$ cat src/hw/lenet_defines.svh
`ifndef LENET_DEFINES_SVH
`define LENET_DEFINES_SVH

// int8 activations and weights
`define LENET_PIXEL_BITS    8

// 5x5 kernel, one weight row per beat
`define LENET_KERNEL        5

// activation rows in one frame and pixels per row
`define LENET_FRAME_ROWS    6
`define LENET_ROW_PIXELS    8

// memory word carrying four pixels
`define LENET_WORD_BITS     32

// accumulator and quantiser widths
`define LENET_PARTIAL_BITS  25
`define LENET_SCALE_BITS    16
`define LENET_QUANT_SHIFT   16

// PE grid follows from frame and kernel size
`define LENET_PE_ROWS       (`LENET_FRAME_ROWS - `LENET_KERNEL + 1)
`define LENET_PE_COLS       (`LENET_ROW_PIXELS - `LENET_KERNEL + 1)

`endif
$ cat src/hw/lenet_pkg.sv
`include "lenet_defines.svh"

package lenet_pkg;

    // one signed int8 pixel or weight
    typedef logic signed [`LENET_PIXEL_BITS-1:0] pixel_t;

    // tap 0 sits in the low byte
    typedef pixel_t [`LENET_KERNEL-1:0] weight_row_t;

    // activation row as read from memory (word 0 low) or as eight pixels
    typedef union packed {
        logic [1:0][`LENET_WORD_BITS-1:0]  words;
        pixel_t [`LENET_ROW_PIXELS-1:0]    pixels;
    } act_row_u;

    typedef logic signed [`LENET_PARTIAL_BITS-1:0] partial_t;

    // one frame beat towards the PE array
    typedef struct packed {
        logic        valid;
        logic        first;
        logic        last;
        logic        en0;
        logic        en1;
        weight_row_t w0;
        // weight of the previous beat, for the lower PE row
        weight_row_t w1;
        act_row_u    act;
    } feed_t;

    typedef struct packed {
        logic                                             valid;
        partial_t [`LENET_PE_ROWS-1:0][`LENET_PE_COLS-1:0] pe;
    } sums_t;

    // two pooled bytes in the low half
    typedef struct packed {
        logic [15:0] pad;
        pixel_t      q1;
        pixel_t      q0;
    } pool_result_t;

endpackage

$ cat src/hw/window_feeder.sv
`timescale 1ns/1ns
`include "lenet_defines.svh"

module window_feeder (
    input  logic                   clk,
    input  logic                   rst_n_n,
    input  logic                   row_valid,
    input  logic                   row_first,
    input  lenet_pkg::act_row_u    act_words,
    input  lenet_pkg::weight_row_t weight_row,
    output lenet_pkg::feed_t       feed
);

    // beat count parks here once a frame is complete
    localparam logic [2:0] NO_FRAME   = 3'(`LENET_FRAME_ROWS);
    localparam logic [2:0] LAST_BEAT  = 3'(`LENET_FRAME_ROWS - 1);
    localparam logic [2:0] KERNEL_END = 3'(`LENET_KERNEL);

    logic [2:0]             next_beat;
    logic [2:0]             cur_beat;
    logic                   take;

    logic                   valid_q;
    logic                   first_q;
    logic                   last_q;
    logic                   en0_q;
    logic                   en1_q;
    lenet_pkg::weight_row_t w0_q;
    lenet_pkg::weight_row_t w1_q;
    lenet_pkg::weight_row_t prev_w;
    lenet_pkg::act_row_u    act_q;

    // row_first always restarts, stray beats past beat 5 are dropped
    assign cur_beat = row_first ? 3'd0 : next_beat;
    assign take     = row_valid && (row_first || next_beat != NO_FRAME);

    always_ff @(posedge clk) begin
        if (!rst_n_n) begin
            next_beat <= NO_FRAME;
            valid_q   <= 1'b0;
            first_q   <= 1'b0;
            last_q    <= 1'b0;
            en0_q     <= 1'b0;
            en1_q     <= 1'b0;
        end else begin
            valid_q <= take;
            first_q <= take && cur_beat == 3'd0;
            last_q  <= take && cur_beat == LAST_BEAT;
            // upper PE row on beats 0..4, lower row on beats 1..5
            en0_q   <= take && cur_beat < KERNEL_END;
            en1_q   <= take && cur_beat != 3'd0;
            if (take) begin
                next_beat <= cur_beat + 3'd1;
            end
        end
    end

    always_ff @(posedge clk) begin
        if (take) begin
            w0_q   <= weight_row;
            w1_q   <= prev_w;
            prev_w <= weight_row;
            act_q  <= act_words;
        end
    end

    always_comb begin
        feed.valid = valid_q;
        feed.first = first_q;
        feed.last  = last_q;
        feed.en0   = en0_q;
        feed.en1   = en1_q;
        feed.w0    = w0_q;
        feed.w1    = w1_q;
        feed.act   = act_q;
    end

    // an unknown strobe would corrupt the beat count silently
    row_valid_known: assert property (
        @(posedge clk) disable iff (!rst_n_n) !$isunknown(row_valid)
    );

endmodule

$ cat config.mk
export PLATFORM = sky130hd
export DESIGN_NAME = window_feeder
export DESIGN_NICKNAME = d
export VERILOG_FILES = /design/src/hw/lenet_pkg.sv /design/src/hw/window_feeder.sv
export VERILOG_INCLUDE_DIRS = /design/src /design/src/hw
export SDC_FILE = /design/constraint.sdc
export NUM_CORES = 1
export LEC_CHECK = 0
export CELL_PAD_IN_SITES_DETAIL_PLACEMENT = 1
export CELL_PAD_IN_SITES_GLOBAL_PLACEMENT = 1
export CORE_UTILIZATION = 30
export DETAILED_ROUTE_END_ITERATION = 10
export DONT_BUFFER_PORTS = 1
export PLACE_DENSITY = 0.51
export SETUP_SLACK_MARGIN = 0.05
export SYNTH_ARGS = -nofsm -noshare
export SYNTH_HDL_FRONTEND = slang
export SYNTH_SLANG_ARGS = --single-unit
export TNS_END_PERCENT = 10
$ cat constraint.sdc
create_clock -name clk -period 18.2 [get_ports clk]
set_clock_uncertainty 0.05 [all_clocks]
set_input_delay 1.82 -clock clk [delete_from_list [all_inputs] [get_ports clk]]
set_output_delay 1.82 -clock clk [all_outputs]
set_load 0.01 [all_outputs]
---- Word level (Yosys, flattened, before mapping) ----
Index checks and enable logic that the tools add are counted.
Widths: inputs -> output; s select.
operators by class
  multiplexer cells ....................... 1
  $add $sub $neg .......................... 1
  magnitude comparators ................... 1
  reductions and logical operators ........ 8
  equal/unequal tests ..................... 2
operators with widths
  kind                 number
  $logic_and 1x1->1    5
  $add 3x1->3 const B  1
  $eq 3x3->1 const B   1
  $logic_not 3->1      1
  $lt 3x3->1 const B   1
  $mux 3               1
  $ne 3x3->1 const B   1
  $reduce_bool 3->1    1
  $logic_or 1x1->1     1
storage, ports and cells
  bits in registers ....................... 152
  output and inout bits ................... 149
  logic and storage cells ................. 30

---- Longest topological paths before layout ----
  word-level depth ........................ 4
  gate-level depth with buffers ........... 4
  gate-level depth less buffers ........... 4

---- Worst setup path after synthesis ----
Ideal clock, no wire load.
  kind .................................... input -> register
  start ................................... input row_first
  end ..................................... register act_q[0] (netlist bit) (enable)
  data arrival time ....................... 8,024 ps
  stages .................................. 2
  path slack .............................. 9,477 ps
  buffers on the path ..................... 0
  required time ........................... 17,501 ps
  path through ............................ and4bb_1 -> nor2_1
between the ends
  word-level cells in the longest chain between the ends .. 2
RTL lines
  what                    line                 RTL
  start: declaration      window_feeder.sv:8   input logic row_first,
  $logic_or 1x1->1        window_feeder.sv:35  assign take = row_valid && (row_first || next_beat != NO_FRAME);
  $logic_and 1x1->1       window_feeder.sv:35
  named net take          window_feeder.sv:21  logic take;
  end signal: assignment  window_feeder.sv:63  act_q <= act_words;
  end: declaration        window_feeder.sv:31  lenet_pkg::act_row_u act_q;
The timed path passes the listed nets, and every way through them passes these cells.
A chain may end at the register's enable or synchronous reset.

---- Worst setup path after layout ----
  start ................................... input row_first
  end ..................................... register prev_w[0] (netlist bit) (enable)
between the ends
  word-level cells in the longest chain between the ends .. 2
RTL lines
  what                    line                 RTL
  $logic_or 1x1->1        window_feeder.sv:35
  $logic_and 1x1->1       window_feeder.sv:35
  named net take          window_feeder.sv:21
  end signal: assignment  window_feeder.sv:62  prev_w <= weight_row;
  end: declaration        window_feeder.sv:30  lenet_pkg::weight_row_t prev_w;
The timed path passes the listed nets, and every way through them passes these cells.

==> results.md <==
* Vias per cell at about 4.3
* Core area at 15200 um2
* GRT met1 Usage at under 10%
* Power Density at 147 nW/um2
* Sw frac at roughly a fifth
* Full die area at 16100 um2
* Port Buf Inserts at 0
* R2R depth at 3
* Kind of critical path: in2reg
* Max stage delay on crit path at approximately 0.76 ns
* DR DRC count at 0
* DRT antenna net count at 0
* Fill cell count at around 1400
* Net Count, Synth at 289
* First-pass GRT wire length at 12000 um
* H-tree lvl count at 4
* Worst slew margin at approximately 28%
* Top Ports at around 260
* Hold buffers post-CTS at 0
* CTS clk-pin slew, worst paths at ~0.060 ns
* Clk_lat worst skew at ~0.4 ns
* Antenna Cells at 0
* Status: finished clean
* Fin crit period at 3.05 ns
* Period Utilization, post-route at 16.7%
* Crit-path cells: and4bb_1, nor2_4, buf_4
* Inst Count DP at roughly 370
* Remaining Overflow, GRT at 0
* Pins over their slew limit at 0
* Fin cells at between 300 and 400
* Pleak at between 1.5 and 2 nW
* CTS sink count at between 150 and 200
* Startpoint types: primary input
* GPL Wtd Cong at roughly 0.69
* Slew @ Worst Pin at between 1 and 1.5 ns
* Number of global-route vias before repair at roughly 1800
* Hold Path Stages at 0
* DRT Wirelength at 8780 um
* Post-CTS Setup Bufs at 0
* MaxCap Viol Count at 0
* M2 GR Usage at a little under a fifth
* Wire per inst at 22.2 um
* Largest net degree at the start of global routing at approximately 90
* Mapped cell area at roughly 4700 um2
* Synthesized instance count at between 150 and 200
* GRT busiest layer: met2
* Required @ worst endpoint at approximately 18 ns
* Setup TNS at 0 ns
* Warnings, synthesis at 0
* Switch Pwr at 0.000172 W
* Root Driver: clkbuf_16
* Netlist cell types at 18
* CP top delay family: buffers and inverters
* Unrepaired setup endpoints after global routing: no
* Most frequent cells in the layout: edfxtp_1 (144), clkbuf_16 (17), dfxtp_1 (8)
* Post-cts gate resize count at 0
* Peak supply drop at 0.0792 mV
* Die width at approximately 130 um
* Vias at roughly 1700
* WHS Endpoint: feed[76]$_DFFE_PP_
* RR Endpoint: prev_w[0]$_DFFE_PP_
* Initial antenna violation count at 0
* CP max stage cell: buf_4
* Mean post-synth cell area at ~26 um2
* Final Hold Viols at 0
* GR Util met3 at approximately 7.4%
* Critical path buffers and inverters at 1
* Finish-stage setup viols at 0
* Drt first pass iters at 4
* Pint at around 0.00063 W
* Hpwl dp at approximately 6000 um
* Clock power share at a little over two fifths
* Synth Register Bits at roughly 150
* Fmax at about 0.33 GHz
* Total clock buffers created by CTS at 17
* Largest fanout on the critical path at 87
* NumNets Final at approximately 310
* Worst EP arrival at about 3.0 ns
* Sequential power share at between 50% and 60%
* Sequential fraction of the synthesis area at a little over nine tenths
* Commonest non-fill, non-tap cell in the layout: edfxtp_1
* Layout cell share with drive strength beyond 1 at 16.8%
* Total track usage at 11.0%
* Hold Path Class: reg2reg
* Min-delay src: prev_w[12]$_DFFE_PP_
* Critical R2R Launch: next_beat[0]$_SDFFE_PN0P_
* Reg2Reg Setup Slack at 16.11 ns
* Iter 0 DRT Violations at between 100 and 150
* Initial Utilization at between 30% and 40%
* Nature of the critical path endpoint: register
* Deepest clock path buffer count at 2
* Area growth, synth to finish at 17.5%
* Comb power frac at under 10%
* Die Y at 127 um
* CTS tree: done
* Row Count at between 40 and 50
-- worst reg2reg max path: stages, from the launching register on --
cell and delay [ns]:
dfxtp_1 0.43, and4bb_1 0.26, nor2_4 0.09, buf_4 0.76
-- per-layer routing --
layer  vias to the layer above  part of all wire (%)
met5                         -                     0
met4                         0                  0.69
met3                         8                    11
met2                       140                    56
met1                       834                    33
li1                        740                     -
-- synth_stat cells, drive strengths merged --
| cell | number | area [um2] |
|---|---|---|
| a21oi | 2 | 10.0 |
| a32o | 1 | 10.0 |
| and3 | 1 | 6.26 |
| and4bb | 1 | 12.5 |
| buf | 5 | 37.5 |
| dfxtp | 8 | 160 |
| edfxtp | 144 | 4320 |
| ha | 1 | 12.5 |
| inv | 3 | 11.3 |
| nand2 | 2 | 7.51 |
| nand2b | 3 | 18.8 |
| nor2 | 4 | 15.0 |
| nor4b | 1 | 8.76 |
| o21ai | 1 | 5.00 |
| o311ai | 1 | 8.76 |
| o32a | 1 | 11.3 |
| or2 | 1 | 8.76 |
-- state kept, by name, indices dropped and copies added, names as in the netlist --
name / cells
act_q: 64
en0_q: 1
en1_q: 1
feed: 40
first_q: 1
last_q: 1
next_beat: 3
prev_w: 40
valid_q: 1
-- per-stage QoR --
| stage | util, % | total power, W | cell area [um2] | hold slack [ns] | worst slack, ns |
|---|---|---|---|---|---|
| global placement | 32.2 | 0.000464 | 4890 | 0.461 | 14.75 |
| global route | 36.1 | 0.000835 | 5490 | 0.489 | 15.08 |
| detailed placement | 32.2 | 0.000465 | 4890 | 0.460 | 14.71 |
| floorplan | - | 0.000459 | 4670 | 0.448 | 9.48 |
| finish | 36.1 | 0.000806 | 5490 | 0.469 | 15.15 |
| CTS | 36.1 | 0.000820 | 5490 | 0.474 | 15.15 |
-- cell type report --
type,count,area (um2),share of cell area (%)
Clock buffer,17,425,7.76
Multi-Input combinational cell,20,143,2.60
Inverter,3,11.3,0.205
Timing Repair Buffer,2,15.0,0.274
Tap cell,188,235,4.29
Sequential cell,152,4480,81.8
Clock inverter,14,171,3.12
-- logic make-up (layout without fill, tap and decap cells) --
| group | after synthesis | after routing | share of synthesized area (%) |
|---|---|---|---|
| DFF | 152 | 152 | 96.1 |
| and+or+nand+nor | 13 | 13 | 1.66 |
| buffers and inverters | 8 | 36 | 1.05 |
| AOI/OAI and AO/OA | 6 | 6 | 0.965 |
| adders and majority gates | 1 | 1 | 0.268 |
-- how the worst max path moves through the flow --
| stage | startpoint | endpoint | cells after the start |
|---|---|---|---|
| 6_report | row_first | prev_w[0]$_DFFE_PP_ | 3 |
| 5_1_grt | row_first | feed[77]$_DFFE_PP_ | 3 |
| 4_1_cts | row_first | feed[77]$_DFFE_PP_ | 3 |
| 3_5_place_dp | row_first | prev_w[19]$_DFFE_PP_ | 3 |
| 3_3_place_gp | row_first | feed[95]$_DFFE_PP_ | 3 |
| 2_1_floorplan | row_first | act_q[0]$_DFFE_PP_ | 2 |
-- power by group through the flow --
stage,Sequential (W),Clock [W],Combinational [W]
after global routing,0.000444,0.000375,0.0000169
after CTS,0.000442,0.000363,0.0000156
final,0.000441,0.000351,0.0000150
after global placement,0.000449,0,0.0000150
after detailed placement,0.000449,0,0.0000156
after floorplan,0.000447,0,0.0000119
Note: power is estimated with default switching activity, not from simulation.
