`src/hw/lenet_defines.svh`:
```
`ifndef LENET_DEFINES_SVH
`define LENET_DEFINES_SVH

// int8 activations and weights
`define LENET_PIXEL_BITS    8

// 5x5 kernel, one weight row per beat
`define LENET_KERNEL        5

// activation rows in one frame and pixels per row
`define LENET_FRAME_ROWS    6
`define LENET_ROW_PIXELS    8

// memory word carrying four pixels
`define LENET_WORD_BITS     32

// accumulator and quantiser widths
`define LENET_PARTIAL_BITS  25
`define LENET_SCALE_BITS    16
`define LENET_QUANT_SHIFT   16

// PE grid follows from frame and kernel size
`define LENET_PE_ROWS       (`LENET_FRAME_ROWS - `LENET_KERNEL + 1)
`define LENET_PE_COLS       (`LENET_ROW_PIXELS - `LENET_KERNEL + 1)

`endif
```
`src/hw/lenet_pkg.sv`:
```
`include "lenet_defines.svh"

package lenet_pkg;

    // one signed int8 pixel or weight
    typedef logic signed [`LENET_PIXEL_BITS-1:0] pixel_t;

    // tap 0 sits in the low byte
    typedef pixel_t [`LENET_KERNEL-1:0] weight_row_t;

    // activation row as read from memory (word 0 low) or as eight pixels
    typedef union packed {
        logic [1:0][`LENET_WORD_BITS-1:0]  words;
        pixel_t [`LENET_ROW_PIXELS-1:0]    pixels;
    } act_row_u;

    typedef logic signed [`LENET_PARTIAL_BITS-1:0] partial_t;

    // one frame beat towards the PE array
    typedef struct packed {
        logic        valid;
        logic        first;
        logic        last;
        logic        en0;
        logic        en1;
        weight_row_t w0;
        // weight of the previous beat, for the lower PE row
        weight_row_t w1;
        act_row_u    act;
    } feed_t;

    typedef struct packed {
        logic                                             valid;
        partial_t [`LENET_PE_ROWS-1:0][`LENET_PE_COLS-1:0] pe;
    } sums_t;

    // two pooled bytes in the low half
    typedef struct packed {
        logic [15:0] pad;
        pixel_t      q1;
        pixel_t      q0;
    } pool_result_t;

endpackage

```
`src/hw/pool_quant.sv`:
```
`timescale 1ns/1ns
`include "lenet_defines.svh"

module pool_quant (
    input  logic                          clk,
    input  logic                          rst_n_n,
    input  lenet_pkg::sums_t              sums,
    input  logic                          relu_en,
    input  logic [`LENET_SCALE_BITS-1:0]  scale,
    output logic                          result_valid,
    output lenet_pkg::pool_result_t       result
);

    localparam int ROWS      = `LENET_PE_ROWS;
    localparam int COLS      = `LENET_PE_COLS;
    localparam int POOLS     = COLS / 2;
    localparam int PROD_BITS = `LENET_PARTIAL_BITS + `LENET_SCALE_BITS + 1;
    localparam int SAT_MAX   = (1 << (`LENET_PIXEL_BITS - 1)) - 1;
    localparam int SAT_MIN   = -(1 << (`LENET_PIXEL_BITS - 1));

    lenet_pkg::partial_t [ROWS-1:0][COLS-1:0] act;
    lenet_pkg::partial_t [POOLS-1:0]          pooled;
    lenet_pkg::partial_t [POOLS-1:0]          pool_q;
    logic                                     pool_valid;
    lenet_pkg::pixel_t [POOLS-1:0]            quant;
    lenet_pkg::pixel_t [POOLS-1:0]            quant_q;

    function automatic lenet_pkg::partial_t relu(
        input lenet_pkg::partial_t v,
        input logic                on
    );
        return (on && v < 0) ? '0 : v;
    endfunction

    function automatic lenet_pkg::partial_t max2(
        input lenet_pkg::partial_t a,
        input lenet_pkg::partial_t b
    );
        return (a > b) ? a : b;
    endfunction

    // scale, shift down, then clamp into int8
    function automatic lenet_pkg::pixel_t quantise(
        input lenet_pkg::partial_t          v,
        input logic [`LENET_SCALE_BITS-1:0] s
    );
        logic signed [PROD_BITS-1:0] prod;
        logic signed [PROD_BITS-1:0] shifted;
        prod    = v * $signed({1'b0, s});
        shifted = prod >>> `LENET_QUANT_SHIFT;
        if (shifted > SAT_MAX) begin
            return lenet_pkg::pixel_t'(SAT_MAX);
        end
        if (shifted < SAT_MIN) begin
            return lenet_pkg::pixel_t'(SAT_MIN);
        end
        return shifted[`LENET_PIXEL_BITS-1:0];
    endfunction

    always_comb begin
        for (int r = 0; r < ROWS; r++) begin
            for (int c = 0; c < COLS; c++) begin
                act[r][c] = relu(sums.pe[r][c], relu_en);
            end
        end
        // 2x2 window over both PE rows and a column pair
        for (int p = 0; p < POOLS; p++) begin
            pooled[p] = max2(max2(act[0][2*p], act[0][2*p+1]),
                             max2(act[1][2*p], act[1][2*p+1]));
        end
    end

    always_comb begin
        for (int p = 0; p < POOLS; p++) begin
            quant[p] = quantise(pool_q[p], scale);
        end
    end

    always_ff @(posedge clk) begin
        if (sums.valid) begin
            pool_q <= pooled;
        end
        if (pool_valid) begin
            quant_q <= quant;
        end
    end

    always_ff @(posedge clk) begin
        if (!rst_n_n) begin
            pool_valid   <= 1'b0;
            result_valid <= 1'b0;
        end else begin
            pool_valid   <= sums.valid;
            result_valid <= pool_valid;
        end
    end

    always_comb begin
        result.pad = '0;
        result.q1  = quant_q[1];
        result.q0  = quant_q[0];
    end

    // rectified sums never quantise to a negative byte
    relu_non_negative: assert property (
        @(posedge clk) disable iff (!rst_n_n)
        (sums.valid && relu_en) |-> ##2 (!result.q0[7] && !result.q1[7])
    );

endmodule

```
`config.mk`:
```
export PLATFORM = sky130hd
export DESIGN_NAME = pool_quant
export DESIGN_NICKNAME = d
export VERILOG_FILES = /design/src/hw/lenet_pkg.sv /design/src/hw/pool_quant.sv
export VERILOG_INCLUDE_DIRS = /design/src /design/src/hw
export SDC_FILE = /design/constraint.sdc
export NUM_CORES = 2
export LEC_CHECK = 0
export ABC_AREA = 1
export BUFFER_PORTS_ARGS = -buffer_cell sky130_fd_sc_hd__buf_2
export CAP_MARGIN = 20
export CORE_ASPECT_RATIO = 1.5
export CORE_MARGIN = 2
export CORE_UTILIZATION = 60
export DETAILED_ROUTE_END_ITERATION = 10
export GPL_ROUTABILITY_DRIVEN = 1
export GPL_TIMING_DRIVEN = 1
export HOLD_SLACK_MARGIN = 0.05
export PLACE_DENSITY = 0.79
export SETUP_SLACK_MARGIN = 0.2
export SLEW_MARGIN = 20
export SYNTH_ARGS = -nofsm -noshare
export SYNTH_HDL_FRONTEND = slang
export SYNTH_SLANG_ARGS = --single-unit
```
`constraint.sdc`:
```
create_clock -name clk -period 8.5 [get_ports clk]
set_input_delay 0.85 -clock clk [delete_from_list [all_inputs] [get_ports clk]]
set_output_delay 0.85 -clock clk [all_outputs]
set_load 0.01 [all_outputs]
```
**Word level (Yosys, flattened, before mapping)**

Cells that the tools add are included.
W data, S select, Z words.

- Bits in registers: 68
- Output and inout bits: 33
- Logic and storage cells: 62

- $mul: 2
- $lt $le $gt $ge: 18
- Mux-type cells: 28
- Reduce and logical (&&, ||, !) cells: 8

Operators with widths:

| operator | number |
|---|---|
| $mux W25 | 14 |
| $lt A25 B1 Y1 const B | 8 |
| $gt A25 B25 Y1 | 6 |
| $mul A25 B17 Y42 | 2 |
| $mux W8 | 8 |
| $gt A26 B8 Y1 const B | 2 |
| $lt A26 B8 Y1 const B | 2 |
| $logic_and A1 B1 Y1 | 8 |
| $mux W1 | 6 |

**Depth between registers and ports, before layout**

- Depth after elaboration: 7
- Depth in mapped cells: 37
- Gate-level depth less buffers: 35

**Least setup slack after synthesis**

OpenSTA, ideal clock, no wires.

- Path type: input to register
- From: input scale[2]
- To: register quant_q, in the netlist result[0] (data pin)
- Library setup time: 0.255 ns
- Arrival: 6.437 ns
- Path slack: 1.808 ns
- Cell stages on the path: 27
- Buffers on the path: 2
- Path through: clkbuf_1 > clkbuf_1 > nand2_1 > fa_1 > inv_1 > fa_1 > fa_1 > fa_1 > fa_1 > inv_1 > fa_1 > inv_1 > ha_1 > nand2_1 > a21oi_1 > or2_0 > o21bai_1 > a21oi_1 > nand2_1 > nand2_1 > nand2_1 > nor2_1 > nand2_1 > nor2_1 > nand2_1 > nand2_2 > nand2_1

- Cells in the longest elaborated chain, start to end: 6

Ends and longest elaborated chain:

| item | line | text |
|---|---|---|
| start: declaration | pool_quant.sv:9 | `` input logic [`LENET_SCALE_BITS-1:0] scale, `` |
| $mul A25 B17 Y42 * | pool_quant.sv:49 | `prod = v * $signed({1'b0, s});` |
| $lt A26 B8 Y1 | pool_quant.sv:54 | `if (shifted < SAT_MIN) begin` |
| $mux W1 (2 in a row) | pool_quant.sv:54 |  |
| $mux W8 | pool_quant.sv:57 | `` return shifted[`LENET_PIXEL_BITS-1:0]; `` |
| $mux W8 * | pool_quant.sv:54 |  |
| end signal: assignment | pool_quant.sv:84 | `quant_q <= quant;` |
| end: declaration | pool_quant.sv:26 | `lenet_pkg::pixel_t [POOLS-1:0] quant_q;` |

Every way passes the cells marked *; elsewhere a longest branch is shown, timed or not. The select of a mux whose other input is x is not followed.
A chain may end at the register's enable or synchronous reset.

**Worst setup path in the final report**

- From: input scale[5]
- To: register quant_q, in the netlist result[14] (data pin)

The elaborated chain is that of the path after synthesis.

==> results.yml <==
run_status:
  status: "finished clean"
synthesis:
  synth_top_area_share: 0.388
  synth-edff-count: 66
  ys_seq_area_frac: 0.0504
  avgSynthCellArea_sq_um: 7.15
  yosys.area_share.simple: 0.230
  yosysWarnings: 0
  netlist_instances: 5609
  synth.distinct_cells: 54
  synth_mux_area_frac: 0
  synth_fa_ha_area_frac: 0.498
  synthXorXnorAreaFrac: 0.00802
  synth_area_leaders: "fa_1 (39%), nand2_1 (16%), inv_1 (14%)"
  synth-seq-cells: 68
  synth_flop_cell: "edfxtp_1"
  synthesis.area_sq_mm: 0.0401
  synth_commonest_cells: "nand2_1 (1,728), inv_1 (1,515), fa_1 (778)"
  async_flop_share: 0
  yosysTopAreaCell: "fa_1"
  synth_top_family_by_area: "adder cells"
  synth.most_common_cell: "nand2_1"
  synth-compound-area-share: 0.0430
detailed_routing:
  via_per_inst: 5.37
  wl_microns: 115000
  route.detailed.drc: 0
  firstDrtPassIters: 8
  wire_per_inst_microns: 17.6
  routed-via-count: 35141
  drt_iter0_drc: 2309
  detail-route-antenna-nets: 0
die:
  die_w_microns: 215
  die_area_sq_mm: 0.0690
  start_util: 0.603
  io_pins: 253
  die_h_microns: 321
  row_count: 116
  core_area_sq_mm: 0.0665
place:
  routabilityCongestion: 0.984
  io_buffer_count: 236
  place_ws_ps: 839
  hpwl_microns: 97300
sta:
  hold_violations: 0
  fmax_mhz: 138
  period_share: 0.853
  finalWorstSetupSlack_ps: 1250
  rsz0062_at_grt: "false"
  slew_viol_final: 0
  clock_skew_ps: 30.9
  finalSetupTns_ps: 0
  setup_viol: 0
  worst_pin_slew_ps: 1170
  holdWs_ps: 438
  period_minus_slack_ps: 7250
  slew_headroom: 0.212
setup_path:
  worstPathRequired_ps: 8660
  path_class: "in -> reg"
  crit_buf_inv: 4
  crit_chain: "buf_2, nand2_1, fa_1, inv_1, fa_1, fa_1, fa_1, fa_1, inv_1, fa_1, inv_1, ha_1, nand2_1, nor2_1, nand2_1, nor2_2, nand3_1, nand3_1, nand3_1, nand2_2, xor2_2, nand2_2, nand2_1, nand2_1"
  cpMostUsedCell: "fa_1"
  crit_fanout: 26
  cp.arrival_ps: 7410
  slowest_delay_ps: 790
  worst_setup_path_end_kind: "flop"
  crit_slowest_cell: "fa_1"
  critPathTopFamily: "adder cells"
  start_kind: "input port"
clock_tree:
  cts_setup_buffers: 0
  numCtsBuffers: 9
  cts.clk_slew.worst_paths_ps: 80
  clk-insertion-delay-late_ps: 410
  cts_buffer_depth: 2
  cts_sinks: 68
  htree_levels: 3
  cts-hold-fix-buffers: 0
  cts-root-buf: "clkbuf_16"
  ctsResizeCount: 0
  tritoncts: "done"
global_route:
  grt.met1_usage: 0.365
  met2_usage: 0.639
  grtUsageTotal: 0.346
  grt_max_degree: 52
  top_usage_layer: "met2"
  grt_pass1_vias: 37724
  antenna_found_initial: 4
  grt-ovfl-total: 0
  groute.layer.met3.usage: 0.0415
  grt_first_pass_wirelength_microns: 186000
flow_run:
  cap_violations: 0
layout:
  final_util: 0.632
  layout.nets: 7002
  areaGrowthSynthToFinish_pct: 4.72
  drive_gt1_frac: 0.0626
hold_path:
  min_path_type: "reg -> reg"
[worst min-delay path: stages (launching register included)]
cell	delay [ps]
dfxtp_1	310
nand2_1	50
inv_1	30
[cells in the final DEF (no fill, tap or decap), types with 14 or more instances in the layout]
cell type  count
a21oi_1      140
ha_1         352
nand4_1       36
nor3_1        20
nand2_1     1728
and2_1        27
o21ai_0      100
fa_1         778
nand3_1      211
conb_1        16
o21ai_1       14
xnor2_1       17
nor4_1        14
inv_2         19
xor2_1        16
o21bai_1      21
nor2_1       180
buf_2        236
inv_1       1515
edfxtp_1      66
buf_4         35
[cell type report]
cell class | count | area (sq um)
Antenna cell | 1 | 2.50
Tap cell | 885 | 1110
Clock inverter | 7 | 82.6
Clock buffer | 9 | 225
Multi-Input combinational cell | 3764 | 31300
Timing Repair Buffer | 273 | 1480
Fill cell | 6083 | 24500
Sequential cell | 68 | 2020
Inverter | 1536 | 5770
[state kept, by name, indices dropped and copies added, names as in the netlist]
name	count
pool_q	50
pool_valid	1
result	16
result_valid	1
[metal layers]
| metal | vias to the layer above | part of all wire | routed length [microns] |
|---|---|---|---|
| li1 | 16286 | - | - |
| met1 | 16907 | 0.34 | 39100 |
| met2 | 1433 | 0.52 | 59800 |
| met3 | 513 | 0.059 | 6800 |
| met4 | 2 | 0.082 | 9420 |
| met5 | - | 0.00013 | 15 |
[worst paths after layout]
kind,startpoint,endpoint,slack (ps),depth (start not counted)
hold / removal,pool_valid,result_valid,440,2
hold reg to reg,pool_valid,result_valid,440,2
setup / recovery,scale[5],result[14],1250,24
setup reg to reg,pool_q[49],result[14],1380,23
[stage by stage]
step                area, sq um  std cells
detailed placement        41700       6526
floorplan                 40200       5624
global route              42000       6543
finish                    42000       6543
CTS                       42000       6542
global placement          41700       6526
[kinds of logic after synthesis]
family                   count (synthesis)
AND/OR/NAND/NOR                       2271
buffers and inverters                 1792
adder cells (fa/ha/maj)               1130
AO/OA/AOI/OAI                          312
flip-flops                              68
XOR/XNOR                                35
other                                    1
Power is not shown: default switching activity piles up to over one toggle a cycle in this logic, so the estimate is an artifact.
